## src/hdl/trx_defines.svh

```systemverilog
`ifndef TRX_DEFINES_SVH
`define TRX_DEFINES_SVH

//**************************************************************************
// Datapath widths
//**************************************************************************
`define TRX_SAMPLE_W    16  // Converter sample width
`define TRX_GRP_CHANS   4   // Channels per group

//**************************************************************************
// Converter configuration port
//**************************************************************************
`define TRX_CFG_ADDR_W  7   // Register address
`define TRX_CFG_DATA_W  8   // Register data
`define TRX_CFG_WORD_W  16  // Write bit, address, data
`define TRX_SCLK_HALF   10  // Half sclk period in clk_200m cycles

//**************************************************************************
// Level monitor
//**************************************************************************
`define TRX_MON_WINDOW  16  // Valid frames per window
`define TRX_MON_SUM_W   22  // Holds 64 magnitudes of up to 32768

`endif

```

## src/hdl/trx_pkg.sv

```systemverilog
`include "trx_defines.svh"

package trx_pkg;

   // One converter sample
   typedef logic [`TRX_SAMPLE_W-1:0] sample_t;

   // ADC side, offset binary
   typedef struct packed {
      logic                             valid;  // Frame strobe
      sample_t [`TRX_GRP_CHANS-1:0]     smp;    // Channel 0 in low slot
   } adc_frame_t;

   // DAC side, two's complement with parity
   typedef struct packed {
      logic                             valid;  // Frame strobe
      sample_t [`TRX_GRP_CHANS-1:0]     smp;    // Signed samples
      logic [`TRX_GRP_CHANS-1:0]        par;    // Even parity per sample
   } dac_frame_t;

   // Serial config targets
   typedef enum logic [1:0] {
      DEV_ADC0 = 2'd0,
      DEV_ADC1 = 2'd1,
      DEV_DAC0 = 2'd2,
      DEV_DAC1 = 2'd3
   } dev_sel_t;

   typedef struct packed {
      dev_sel_t                         dev;    // Target converter
      logic [`TRX_CFG_ADDR_W-1:0]       addr;   // Register address
      logic [`TRX_CFG_DATA_W-1:0]       data;   // Register data
   } cfg_cmd_t;

   // One 3-wire converter bus
   typedef struct packed {
      logic csb;   // Chip select, active low
      logic sclk;  // Serial clock
      logic sdio;  // Serial data
   } spi_bus_t;

   typedef struct packed {
      logic                             sum_flag;  // Window sum at or over limit
      logic                             pk_flag;   // Any channel over peak
      logic [`TRX_GRP_CHANS-1:0]        over;      // Per-channel over peak
   } level_flags_t;

endpackage

```

## src/hdl/cfg_spi_master.sv

```systemverilog
`timescale 1ns/1ps
`include "trx_defines.svh"

module cfg_spi_master (
   input  logic                    clk_200m,
   input  logic                    arst_n,
   input  logic                    cfg_req,   // Host request, four-phase
   input  trx_pkg::cfg_cmd_t       cfg_cmd,   // Held stable while req is high
   output logic                    cfg_ack,   // Word done
   output trx_pkg::spi_bus_t [3:0] cfg_spi    // Indexed by dev_sel_t
);

   localparam int unsigned N_DEV  = 4;
   localparam int unsigned HALF_W = $clog2(`TRX_SCLK_HALF);
   localparam int unsigned BIT_W  = $clog2(`TRX_CFG_WORD_W);
   localparam int unsigned WORD_W = `TRX_CFG_WORD_W;

   localparam trx_pkg::spi_bus_t IDLE_BUS = '{csb: 1'b1, sclk: 1'b0, sdio: 1'b0};

   typedef enum logic [1:0] {
      ST_IDLE,    // Wait for req
      ST_SHIFT,   // Clock out the word
      ST_FINISH,  // Hold csb low for a half period
      ST_ACKW     // Handshake with host
   } state_t;

   state_t              state_q;
   logic [HALF_W-1:0]   half_cnt_q;  // Half-period timer
   logic [BIT_W-1:0]    bit_cnt_q;   // Falling edges seen
   logic [WORD_W-1:0]   shift_q;     // MSB goes out first
   trx_pkg::dev_sel_t   dev_q;       // Latched target
   logic                csb_q;
   logic                sclk_q;
   logic                half_done;
   logic                accept;
   logic                sclk_fall;
   trx_pkg::spi_bus_t   live_bus;

   assign half_done = (half_cnt_q == HALF_W'(`TRX_SCLK_HALF - 1));
   assign accept    = (state_q == ST_IDLE) && cfg_req;
   assign sclk_fall = (state_q == ST_SHIFT) && half_done && sclk_q;

   //***********************************************************************
   // Control FSM
   //***********************************************************************
   always_ff @(posedge clk_200m or negedge arst_n) begin
      if (!arst_n) begin
         state_q    <= ST_IDLE;
         half_cnt_q <= '0;
         bit_cnt_q  <= '0;
         dev_q      <= trx_pkg::DEV_ADC0;
         csb_q      <= 1'b1;
         sclk_q     <= 1'b0;
         cfg_ack    <= 1'b0;
      end else begin
         case (state_q)
            ST_IDLE: begin
               half_cnt_q <= '0;
               bit_cnt_q  <= '0;
               if (cfg_req) begin
                  dev_q   <= cfg_cmd.dev;       // Select bus for this word
                  csb_q   <= 1'b0;              // First bit goes out with csb
                  state_q <= ST_SHIFT;
               end
            end
            ST_SHIFT: begin
               if (half_done) begin
                  half_cnt_q <= '0;
                  sclk_q     <= ~sclk_q;        // Rise samples, fall advances
                  if (sclk_q) begin
                     bit_cnt_q <= bit_cnt_q + 1'b1;
                     if (bit_cnt_q == BIT_W'(WORD_W - 1)) begin
                        state_q <= ST_FINISH;   // Sixteenth falling edge
                     end
                  end
               end else begin
                  half_cnt_q <= half_cnt_q + 1'b1;
               end
            end
            ST_FINISH: begin
               if (half_done) begin
                  half_cnt_q <= '0;
                  csb_q      <= 1'b1;           // Release after half period
                  state_q    <= ST_ACKW;
               end else begin
                  half_cnt_q <= half_cnt_q + 1'b1;
               end
            end
            ST_ACKW: begin
               if (!cfg_ack) begin
                  cfg_ack <= 1'b1;              // One cycle after csb high
               end else if (!cfg_req) begin
                  cfg_ack <= 1'b0;              // Host let go
                  state_q <= ST_IDLE;
               end
            end
            default: state_q <= ST_IDLE;
         endcase
      end
   end

   // Word register, loaded on accept
   always_ff @(posedge clk_200m) begin
      if (accept) begin
         shift_q <= {1'b0, cfg_cmd.addr, cfg_cmd.data};  // Write bit is 0
      end else if (sclk_fall) begin
         shift_q <= {shift_q[WORD_W-2:0], 1'b0};         // Next bit while low
      end
   end

   //***********************************************************************
   // Bus steering
   //***********************************************************************
   assign live_bus = '{csb:  csb_q,
                       sclk: sclk_q,
                       sdio: (state_q == ST_SHIFT) & shift_q[WORD_W-1]};

   for (genvar d = 0; d < N_DEV; d++) begin : g_bus
      assign cfg_spi[d] = (dev_q == 2'(d)) ? live_bus : IDLE_BUS;  // Others idle
   end

endmodule

```

## src/hdl/sample_format.sv

```systemverilog
`timescale 1ns/1ps
`include "trx_defines.svh"

module sample_format (
   input  logic                 clk_200m,
   input  logic                 arst_n,
   input  trx_pkg::adc_frame_t  adc_in,   // Offset binary from ADC
   output trx_pkg::dac_frame_t  dac_out   // Two's complement plus parity
);

   localparam int unsigned N_CH = `TRX_GRP_CHANS;

   // Flipping the MSB maps offset binary onto two's complement
   localparam trx_pkg::sample_t MSB_FLIP = {1'b1, {(`TRX_SAMPLE_W-1){1'b0}}};

   logic                          v1_q;     // Stage 1 valid
   logic                          v2_q;     // Stage 2 valid
   trx_pkg::sample_t [N_CH-1:0]   smp1_q;   // Converted samples
   trx_pkg::sample_t [N_CH-1:0]   smp2_q;   // Output samples
   logic [N_CH-1:0]               par2_q;   // Output parity

   //***********************************************************************
   // Valid pipe
   //***********************************************************************
   always_ff @(posedge clk_200m or negedge arst_n) begin
      if (!arst_n) begin
         v1_q <= 1'b0;
         v2_q <= 1'b0;
      end else begin
         v1_q <= adc_in.valid;
         v2_q <= v1_q;      // Two frames may be in flight
      end
   end

   //***********************************************************************
   // Data pipe
   //***********************************************************************
   always_ff @(posedge clk_200m) begin
      for (int i = 0; i < N_CH; i++) begin
         if (adc_in.valid) begin
            smp1_q[i] <= adc_in.smp[i] ^ MSB_FLIP;   // Sign convert
         end
         if (v1_q) begin
            smp2_q[i] <= smp1_q[i];
            par2_q[i] <= ^smp1_q[i];                 // Even parity bit
         end
      end
   end

   assign dac_out = '{valid: v2_q,
                      smp:   smp2_q,
                      par:   par2_q};

endmodule

```

## src/hdl/level_monitor.sv

```systemverilog
`timescale 1ns/1ps
`include "trx_defines.svh"

module level_monitor (
   input  logic                        clk_200m,
   input  logic                        arst_n,
   input  trx_pkg::dac_frame_t         frame,       // Signed group frame
   input  logic [`TRX_MON_SUM_W-1:0]   sum_thresh,  // Window sum limit
   input  trx_pkg::sample_t            pk_thresh,   // Magnitude limit
   output trx_pkg::level_flags_t       flags        // Last window result
);

   localparam int unsigned N_CH  = `TRX_GRP_CHANS;
   localparam int unsigned SUM_W = `TRX_MON_SUM_W;
   localparam int unsigned MSB   = `TRX_SAMPLE_W - 1;
   localparam int unsigned CNT_W = $clog2(`TRX_MON_WINDOW);

   trx_pkg::sample_t [N_CH-1:0]  mag;        // Unsigned magnitudes
   logic [N_CH-1:0]              over_now;   // Over peak this frame
   logic [N_CH-1:0]              over_nxt;
   logic [N_CH-1:0]              over_q;     // Sticky over bits
   logic [SUM_W-1:0]             frame_sum;  // Sum of this frame
   logic [SUM_W-1:0]             sum_nxt;
   logic [SUM_W-1:0]             sum_q;      // Running window sum
   logic [CNT_W-1:0]             cnt_q;      // Frames in window
   logic                         win_end;
   trx_pkg::level_flags_t        flags_q;

   //***********************************************************************
   // Per-frame magnitude and peak test
   //***********************************************************************
   always_comb begin
      frame_sum = '0;
      for (int i = 0; i < N_CH; i++) begin
         // 0x8000 reads back as 32768 unsigned
         mag[i]      = frame.smp[i][MSB] ? (~frame.smp[i] + 1'b1) : frame.smp[i];
         over_now[i] = (mag[i] > pk_thresh);    // Strictly above
         frame_sum   = frame_sum + SUM_W'(mag[i]);
      end
   end

   assign sum_nxt  = sum_q + frame_sum;
   assign over_nxt = over_q | over_now;
   assign win_end  = frame.valid && (cnt_q == CNT_W'(`TRX_MON_WINDOW - 1));

   //***********************************************************************
   // Window accumulate and flag load
   //***********************************************************************
   always_ff @(posedge clk_200m or negedge arst_n) begin
      if (!arst_n) begin
         cnt_q   <= '0;
         sum_q   <= '0;
         over_q  <= '0;
         flags_q <= '0;
      end else if (frame.valid) begin
         if (win_end) begin
            flags_q.sum_flag <= (sum_nxt >= sum_thresh);
            flags_q.pk_flag  <= |over_nxt;         // Any channel tripped
            flags_q.over     <= over_nxt;
            cnt_q            <= '0;                // Start next window
            sum_q            <= '0;
            over_q           <= '0;
         end else begin
            cnt_q  <= cnt_q + 1'b1;
            sum_q  <= sum_nxt;
            over_q <= over_nxt;
         end
      end
   end

   assign flags = flags_q;   // Held until next window

endmodule

```

## src/hdl/trx_8t8r_top.sv

```systemverilog
`timescale 1ns/1ps
`include "trx_defines.svh"

module trx_8t8r_top (
   input  logic                        clk_200m,
   input  logic                        arst_n,
   // ADC frames in
   input  trx_pkg::adc_frame_t         adc_grp_n,
   input  trx_pkg::adc_frame_t         adc_grp_w,
   // DAC frames out
   output trx_pkg::dac_frame_t         dac_grp_n,
   output trx_pkg::dac_frame_t         dac_grp_w,
   // Level monitor
   input  logic [`TRX_MON_SUM_W-1:0]   sum_thresh,
   input  trx_pkg::sample_t            pk_thresh,
   output trx_pkg::level_flags_t       flags_n,    // N4 sum and peak
   output trx_pkg::level_flags_t       flags_w,    // W4 sum and peak
   output logic [7:0]                  io_db_cb,   // Board comm lines
   // Converter configuration
   input  logic                        cfg_req,
   input  trx_pkg::cfg_cmd_t           cfg_cmd,
   output logic                        cfg_ack,
   output trx_pkg::spi_bus_t [3:0]     cfg_spi     // adc0, adc1, dac0, dac1
);

   //***********************************************************************
   // Group n datapath
   //***********************************************************************
   sample_format u_fmt_n (
      .clk_200m   ( clk_200m   ),
      .arst_n     ( arst_n     ),
      .adc_in     ( adc_grp_n  ),
      .dac_out    ( dac_grp_n  )
   );

   level_monitor u_mon_n (
      .clk_200m   ( clk_200m   ),
      .arst_n     ( arst_n     ),
      .frame      ( dac_grp_n  ),   // Monitor the outgoing frames
      .sum_thresh ( sum_thresh ),
      .pk_thresh  ( pk_thresh  ),
      .flags      ( flags_n    )
   );

   //***********************************************************************
   // Group w datapath
   //***********************************************************************
   sample_format u_fmt_w (
      .clk_200m   ( clk_200m   ),
      .arst_n     ( arst_n     ),
      .adc_in     ( adc_grp_w  ),
      .dac_out    ( dac_grp_w  )
   );

   level_monitor u_mon_w (
      .clk_200m   ( clk_200m   ),
      .arst_n     ( arst_n     ),
      .frame      ( dac_grp_w  ),
      .sum_thresh ( sum_thresh ),   // Shared limits
      .pk_thresh  ( pk_thresh  ),
      .flags      ( flags_w    )
   );

   // Lines 0-3 from group n, 4-7 from group w
   assign io_db_cb = {flags_w.over, flags_n.over};

   //***********************************************************************
   // Configuration master
   //***********************************************************************
   cfg_spi_master u_cfg (
      .clk_200m   ( clk_200m   ),
      .arst_n     ( arst_n     ),
      .cfg_req    ( cfg_req    ),
      .cfg_cmd    ( cfg_cmd    ),
      .cfg_ack    ( cfg_ack    ),
      .cfg_spi    ( cfg_spi    )
   );

endmodule

```

## config.mk

```make
export PLATFORM = sky130hd
export DESIGN_NAME = trx_8t8r_top
export DESIGN_NICKNAME = d
export VERILOG_FILES = /design/src/hdl/trx_pkg.sv /design/src/hdl/cfg_spi_master.sv /design/src/hdl/sample_format.sv /design/src/hdl/level_monitor.sv /design/src/hdl/trx_8t8r_top.sv
export VERILOG_INCLUDE_DIRS = /design/src /design/src/hdl
export SDC_FILE = /design/constraint.sdc
export NUM_CORES = 1
export LEC_CHECK = 0
export ABC_AREA = 1
export BUFFER_PORTS_ARGS = -buffer_cell sky130_fd_sc_hd__buf_4
export CAP_MARGIN = 20
export CORE_UTILIZATION = 64
export DETAILED_ROUTE_END_ITERATION = 10
export PLACE_DENSITY = 0.88
export SLEW_MARGIN = 40
export SYNTH_ARGS = -nofsm -noshare
export SYNTH_HDL_FRONTEND = slang
export SYNTH_SLANG_ARGS = --single-unit
```

## constraint.sdc

```tcl
create_clock -name clk_200m -period 11.5 [get_ports clk_200m]
set_clock_uncertainty 0.15 [all_clocks]
set_input_delay 1.725 -clock clk_200m [delete_from_list [all_inputs] [get_ports clk_200m]]
set_output_delay 1.725 -clock clk_200m [all_outputs]
set_load 0.03 [all_outputs]
```

==> impl_metrics.toml, run 1 <==
[critical_path]
critPathBufInv = 3
slowest_delay_ns = 0.56
crit_arrival_ns = 7.23
slowest_stage = "fa_1"
regToRegSetupSlack_ns = 4.64
worstPathRequired_ns = 11.87
path_max_fanout = 5
critical-path-top-delay-family = "adder cells"
end_kind = "flip-flop"
critPathKind = "flip-flop to flip-flop"
crit_path_frequent_cell = "nand2_1"
start_kind = "flip-flop"

[global_routing]
use_met2_pct = 60.8
antenna_found_initial = 1
grt_pass1_wl_um = 114000
use_met3_pct = 7.01
grt_max_degree = 70
grt_use_met1_pct = 46.0
grt_pass1_vias = 21500
grt_usage_pct = 36.0
gr-max-usage-layer = "met2"
overflow = 0

[synthesis]
synth_seq_cells = 371
syn_area_per_cell_sq_um = 9.35
async_flop_share_pct = 24.5
syn_inst = 2738
synth.most_common_cell = "nand2_1"
yosysTopAreaCell = "edfxtp_1"
synth_edf_count = 279
syn-num-nets = 3257
ys_seq_area_share_pct = 41.7
synth_area_leaders = "edfxtp_1 (33%), ha_1 (13%), dfrtp_1 (8.8%)"
synth_ff_type = "edfxtp_1"
synth.top_cell.area_share_pct = 32.7
ys_warn_count = 0
netlist_top_cells_count = "nand2_1 (530), inv_1 (425), edfxtp_1 (279), ha_1 (265), nor2_1 (201)"
netlist_area_sq_um = 25600
synth_cell_types = 55

[sta]
finalCritPeriodShare_pct = 59.6
rsz0062_at_grt = "no"
hold_viol = 0
relSlewSlack_pct = 38.4
totalNegativeSetupSlack_ns = 0
drv_slew = 0
timing.fmax_mhz = 146
timing.hold.ws_ns = 0.316
setup_viol = 0
period_needed_ns = 6.86
worst_pin_slew_ns = 0.916

[detailed_routing]
drt_iter0_markers = 1915
vias = 21000
firstDrtPassIters = 6
routed_wl_um = 73700
ant_nets = 0
wire_per_inst_um = 20.1
drc = 0
vias_per_cell = 5.72

[place]
dp_hpwl_um = 56500
dp_cells = 3589
gp_congestion = 0.975
io_buffers = 358

[die]
die_w_um = 202
rows = 72
die_area_sq_um = 40800
io_pins = 359
die_y_um = 202
initial_core_util_pct = 65.5
fp.coreArea_sq_um = 39100

[clock_tree]
cts.sinks = 371
cts_hold_buf = 0
cts_root_buf = "clkbuf_16"
cts_setup_buffers = 0
clk_transition_reported_paths_ns = 0.07
clk_latency_ns = 0.58
cts_buffers = 41
htreeDepth = 2
tritoncts = "done"
clockBufferDepth = 3
post_cts_resized = 0

[final_layout]
area_growth_pct = 17.9
fin_cells = 3667
drive_gt1_share_pct = 15.7
nNetsFinal = 3634
final_core_util_pct = 77.2

[job]
cap_violations = 0

[worst_hold_path]
holdCritPathClass = "flip-flop to flip-flop"

[run_status]
status = "finished, final reports clean"
[sequential cells by signal (all words and copies together), names as in the netlist, 6 cells and up]
signal	count
u_mon_n.flags	6
u_fmt_w.smp1_q	64
u_cfg.shift_q	16
u_fmt_n.smp1_q	64
u_mon_w.sum_q	22
u_mon_n.sum_q	22
u_fmt_w.dac_out	64
u_mon_w.flags	6
u_fmt_n.dac_out	64
[path summary, 6_finish.rpt]
path,from,endpoint,depth (start not counted)
max,u_fmt_n.dac_out[20]$_DFFE_PP_,u_mon_n.flags[5]$_DFFE_PN0P_,32
min,u_fmt_w.smp1_q[41]$_DFFE_PP_,u_fmt_w.dac_out[45]$_DFFE_PP_,0
max reg2reg,u_fmt_n.dac_out[20]$_DFFE_PP_,u_mon_n.flags[5]$_DFFE_PN0P_,32
min reg2reg,u_fmt_w.smp1_q[41]$_DFFE_PP_,u_fmt_w.dac_out[45]$_DFFE_PP_,0
max in group asynchronous,arst_n,u_fmt_n.v1_q$_DFF_PN0_,2
min in group asynchronous,arst_n,u_mon_w.cnt_q[3]$_DFFE_PN0P_,1
[cell usage in the layout, fill, tap and decap left out, drive strengths merged, types with 4 or more instances in the layout]
cell	count
nand2	535
inv	438
buf	363
edfxtp	279
ha	265
nor2	207
xor2	145
a21oi	145
xnor2	132
o21ai	114
dfrtp	90
nand3	89
fa	66
clkbuf	50
nor3	42
nand4	28
o22ai	21
clkinv	19
nor4	15
a21o	13
and2	12
o21a	11
a31oi	11
nand3b	10
or2	10
o21bai	9
o31ai	5
a221oi	4
o211ai	4
[metrics by stage]
step | worst slack, ns | area (sq um)
finish | 4.64 | 30200
detailed placement | 4.83 | 28800
CTS | 4.81 | 30200
floorplan | 5.67 | 25600
global route | 4.17 | 30200
global placement | 4.98 | 28800
[final cells by class]
type | instances | area (sq um)
fill | 2567 | 8900
multi-input combinational | 1904 | 13200
timing repair buffer | 363 | 2750
tap | 518 | 648
sequential | 371 | 10700
clock inverter | 26 | 241
antenna | 1 | 2.50
clock buffer | 50 | 1090
inverter | 434 | 1630
[cells by family (layout without fill, tap and decap cells)]
logic type | count (synthesis) | count (layout) | synth area share, %
AO/OA/AOI/OAI | 346 | 346 | 7.70
buffers and inverters | 463 | 873 | 7.00
AND/OR/NAND/NOR | 950 | 950 | 15.9
flip-flops | 371 | 371 | 41.7
other | 0 | 1 | 0
XOR/XNOR | 277 | 277 | 9.59
adder cells (fa/ha/maj) | 331 | 331 | 18.1
[layer usage]
layer	vias up	share of wire [%]	routed length [um]
met5	-	0	0
met2	1035	48	35400
met1	9953	40	29300
met3	199	8.8	6500
li1	9801	-	-
met4	0	3.4	2520
[worst register-to-register path: cells and delay by family, from the launching register on]
family,cells,cell delay (ns)
buffers and inverters,3,0.26
AOI/OAI and AO/OA,5,1.13
xor gates and xnor gates,2,0.53
DFF,1,0.45
and+or+nand+nor,16,2.01
adders and majority gates,6,2.29
Power of run 1 is not shown: default switching activity piles up to over one toggle a cycle in this logic, so the estimate is an artifact.
==> run 2, diff against run 1 <==
--- a/config.mk
+++ b/config.mk
@@ -6,12 +6,12 @@
 export SDC_FILE = /design/constraint.sdc
 export NUM_CORES = 1
 export LEC_CHECK = 0
-export ABC_AREA = 1
+export ABC_AREA = 0
 export BUFFER_PORTS_ARGS = -buffer_cell sky130_fd_sc_hd__buf_4
 export CAP_MARGIN = 20
-export CORE_UTILIZATION = 64
+export CORE_UTILIZATION = 59
 export DETAILED_ROUTE_END_ITERATION = 10
-export PLACE_DENSITY = 0.88
+export PLACE_DENSITY = 0.82
 export SLEW_MARGIN = 40
 export SYNTH_ARGS = -nofsm -noshare
 export SYNTH_HDL_FRONTEND = slang
==> constraint.sdc (replaced) <==
create_clock -name clk_200m -period 6.8 [get_ports clk_200m]
set_clock_uncertainty 0.15 [all_clocks]
set_input_delay 1.02 -clock clk_200m [delete_from_list [all_inputs] [get_ports clk_200m]]
set_output_delay 1.02 -clock clk_200m [all_outputs]
set_load 0.03 [all_outputs]
==> impl_metrics.toml, run 2 <==
[clock_tree]
cts_buffers = 40
clk_transition_reported_paths_ns = 0.07
htreeDepth = 2
cts_root_buf = "clkbuf_16"
tritoncts = "done"
cts_hold_buf = 0
cts.sinks = 371
clk_latency_ns = 0.59
clockBufferDepth = 3

[critical_path]
regToRegEndpoint = "u_mon_n.flags[5]$_DFFE_PN0P_"
reg2regPathDepth = 25
start_kind = "flip-flop"
critPathBufInv = 3
regToRegSetupSlack_ns = -0.14
critical-path-top-delay-family = "simple AND/OR/NAND/NOR gates"
worstPathRequired_ns = 7.12
startpoint = "u_fmt_n.dac_out[25]$_DFFE_PP_"
critPathKind = "flip-flop to flip-flop"
crit_cells = 25
r2r_start = "u_fmt_n.dac_out[25]$_DFFE_PP_"
path_max_fanout = 8
slowest_delay_ns = 0.59
crit_arrival_ns = 7.26
critPathCapture = "u_mon_n.flags[5]$_DFFE_PN0P_"
slowest_stage = "or4_4"
end_kind = "flip-flop"

[final_layout]
area_growth_pct = 26.0
drive_gt1_share_pct = 26.0
diodes = 0
fin_cells = 3364
layout_commonest_cell = "buf_4"
nNetsFinal = 3320
layout_common_cells = "buf_4 (518), edfxtp_1 (279), inv_1 (259)"
design_area_sq_um = 31200

[run_status]
status = "finished with violations"
violations = "DRC, setup timing"

[die]
fp.coreArea_sq_um = 41100
io_pins = 359
rows = 74
die_y_um = 207
die_area_sq_um = 42800
initial_core_util_pct = 60.2
die_w_um = 207

[sta]
relSlewSlack_pct = 43.3
finalCritPeriodShare_pct = 102
fin_ws_ns = -0.139
setup_viol = 2
hold_viol = 0
period_needed_ns = 6.94
totalNegativeSetupSlack_ns = -0.230
timing.fmax_mhz = 144
worst_pin_slew_ns = 0.849
timing.hold.ws_ns = 0.264
rsz0062_at_grt = "yes"
drv_slew = 0

[detailed_routing]
wire_per_inst_um = 21.1
ant_nets = 0
vias_per_cell = 5.87
vias = 19700
firstDrtPassIters = 10
routed_wl_um = 70900
drt_iter0_markers = 1780
drc = 9

[place]
dp_hpwl_um = 53800
dp_cells = 3257
place_area_sq_um = 28900
io_buffers = 358
gp_congestion = 0.956

[global_routing]
grt_pass1_wl_um = 106000
grt_max_degree = 70
grt_usage_pct = 32.6
antenna_found_initial = 1
overflow = 0
grt_pass1_vias = 19600

[synthesis]
syn_area_per_cell_sq_um = 10.9
synth.top_cell.area_share_pct = 33.9
syn-num-nets = 2795
synth_ff_type = "edfxtp_1"
synth_edf_count = 279
netlist_top_cells_count = "edfxtp_1 (279), ha_1 (265), inv_1 (264), xnor2_1 (248), o21ai_0 (148)"
yosysTopAreaCell = "edfxtp_1"
async_flop_share_pct = 24.5
synth_cell_types = 72
ys_warn_count = 0
synth_seq_cells = 371
synth.most_common_cell = "edfxtp_1"
netlist_area_sq_um = 24700
ys_seq_area_share_pct = 43.1
syn_inst = 2276
synth_area_leaders = "edfxtp_1 (34%), ha_1 (13%), dfrtp_1 (9.1%)"

[job]
cap_violations = 0

[worst_hold_path]
holdCritPathClass = "primary input to async pin"
-- run 2: kinds of logic (layout without fill, tap and decap cells) --
group,Yosys count,in the layout,synth area share (%)
multiplexers,23,23,1.04
buffers and inverters,305,861,4.78
XOR/XNOR,285,285,10.1
flip-flops,371,371,43.1
adder cells (fa/ha/maj),331,331,18.7
AND/OR/NAND/NOR,486,486,9.95
AO/OA/AOI/OAI,475,475,12.3
-- run 2: metrics by stage --
stage / setup WS (ns) / utilization [%]
floorplan: -0.00121 / -
global placement: -0.174 / 70.4
detailed placement: -0.321 / 70.4
CTS: -0.0349 / 74.5
global route: -0.363 / 75.9
finish: -0.139 / 75.9
-- run 2: layer usage --
metal  vias up  part of all wire, %  track usage, %
li1       9181                    -               -
met1      9551                   41            43.1
met2       851                   47            51.9
met3       154                  9.5            8.52
met4         2                  3.2            11.8
met5         -                0.020               0
-- run 2: area by class of cell --
cell class,instances,area (sq um)
Clock buffer,48,1030
Fill cell,2631,9920
Multi-Input combinational cell,1600,13600
Clock inverter,25,241
Inverter,264,991
Sequential cell,371,10700
Tap cell,532,666
Timing Repair Buffer,524,3960
-- run 2: how the worst min path moves through the flow --
| stage | from | end | depth (start not counted) |
|---|---|---|---|
| floorplan | u_fmt_n.smp1_q[6]$_DFFE_PP_ | u_fmt_n.dac_out[10]$_DFFE_PP_ | 0 |
| global placement | u_fmt_w.smp1_q[11]$_DFFE_PP_ | u_fmt_w.dac_out[15]$_DFFE_PP_ | 0 |
| detailed placement | u_fmt_w.smp1_q[32]$_DFFE_PP_ | u_fmt_w.dac_out[36]$_DFFE_PP_ | 0 |
| CTS | arst_n | u_mon_w.over_q[0]$_DFFE_PN0P_ | 1 |
| global route | arst_n | u_mon_w.over_q[0]$_DFFE_PN0P_ | 1 |
| finish | arst_n | u_mon_w.over_q[0]$_DFFE_PN0P_ | 1 |
-- run 2: what timing repair did --
action | 4_1_cts | 5_1_grt
pin swaps | 48 | 79
setup buffers | 18 | 17
resized for setup | 62 | 85
setup endpoints to repair | 2 | 2
gates cloned | 0 | 0
Power of run 2 is left out for the same reason.
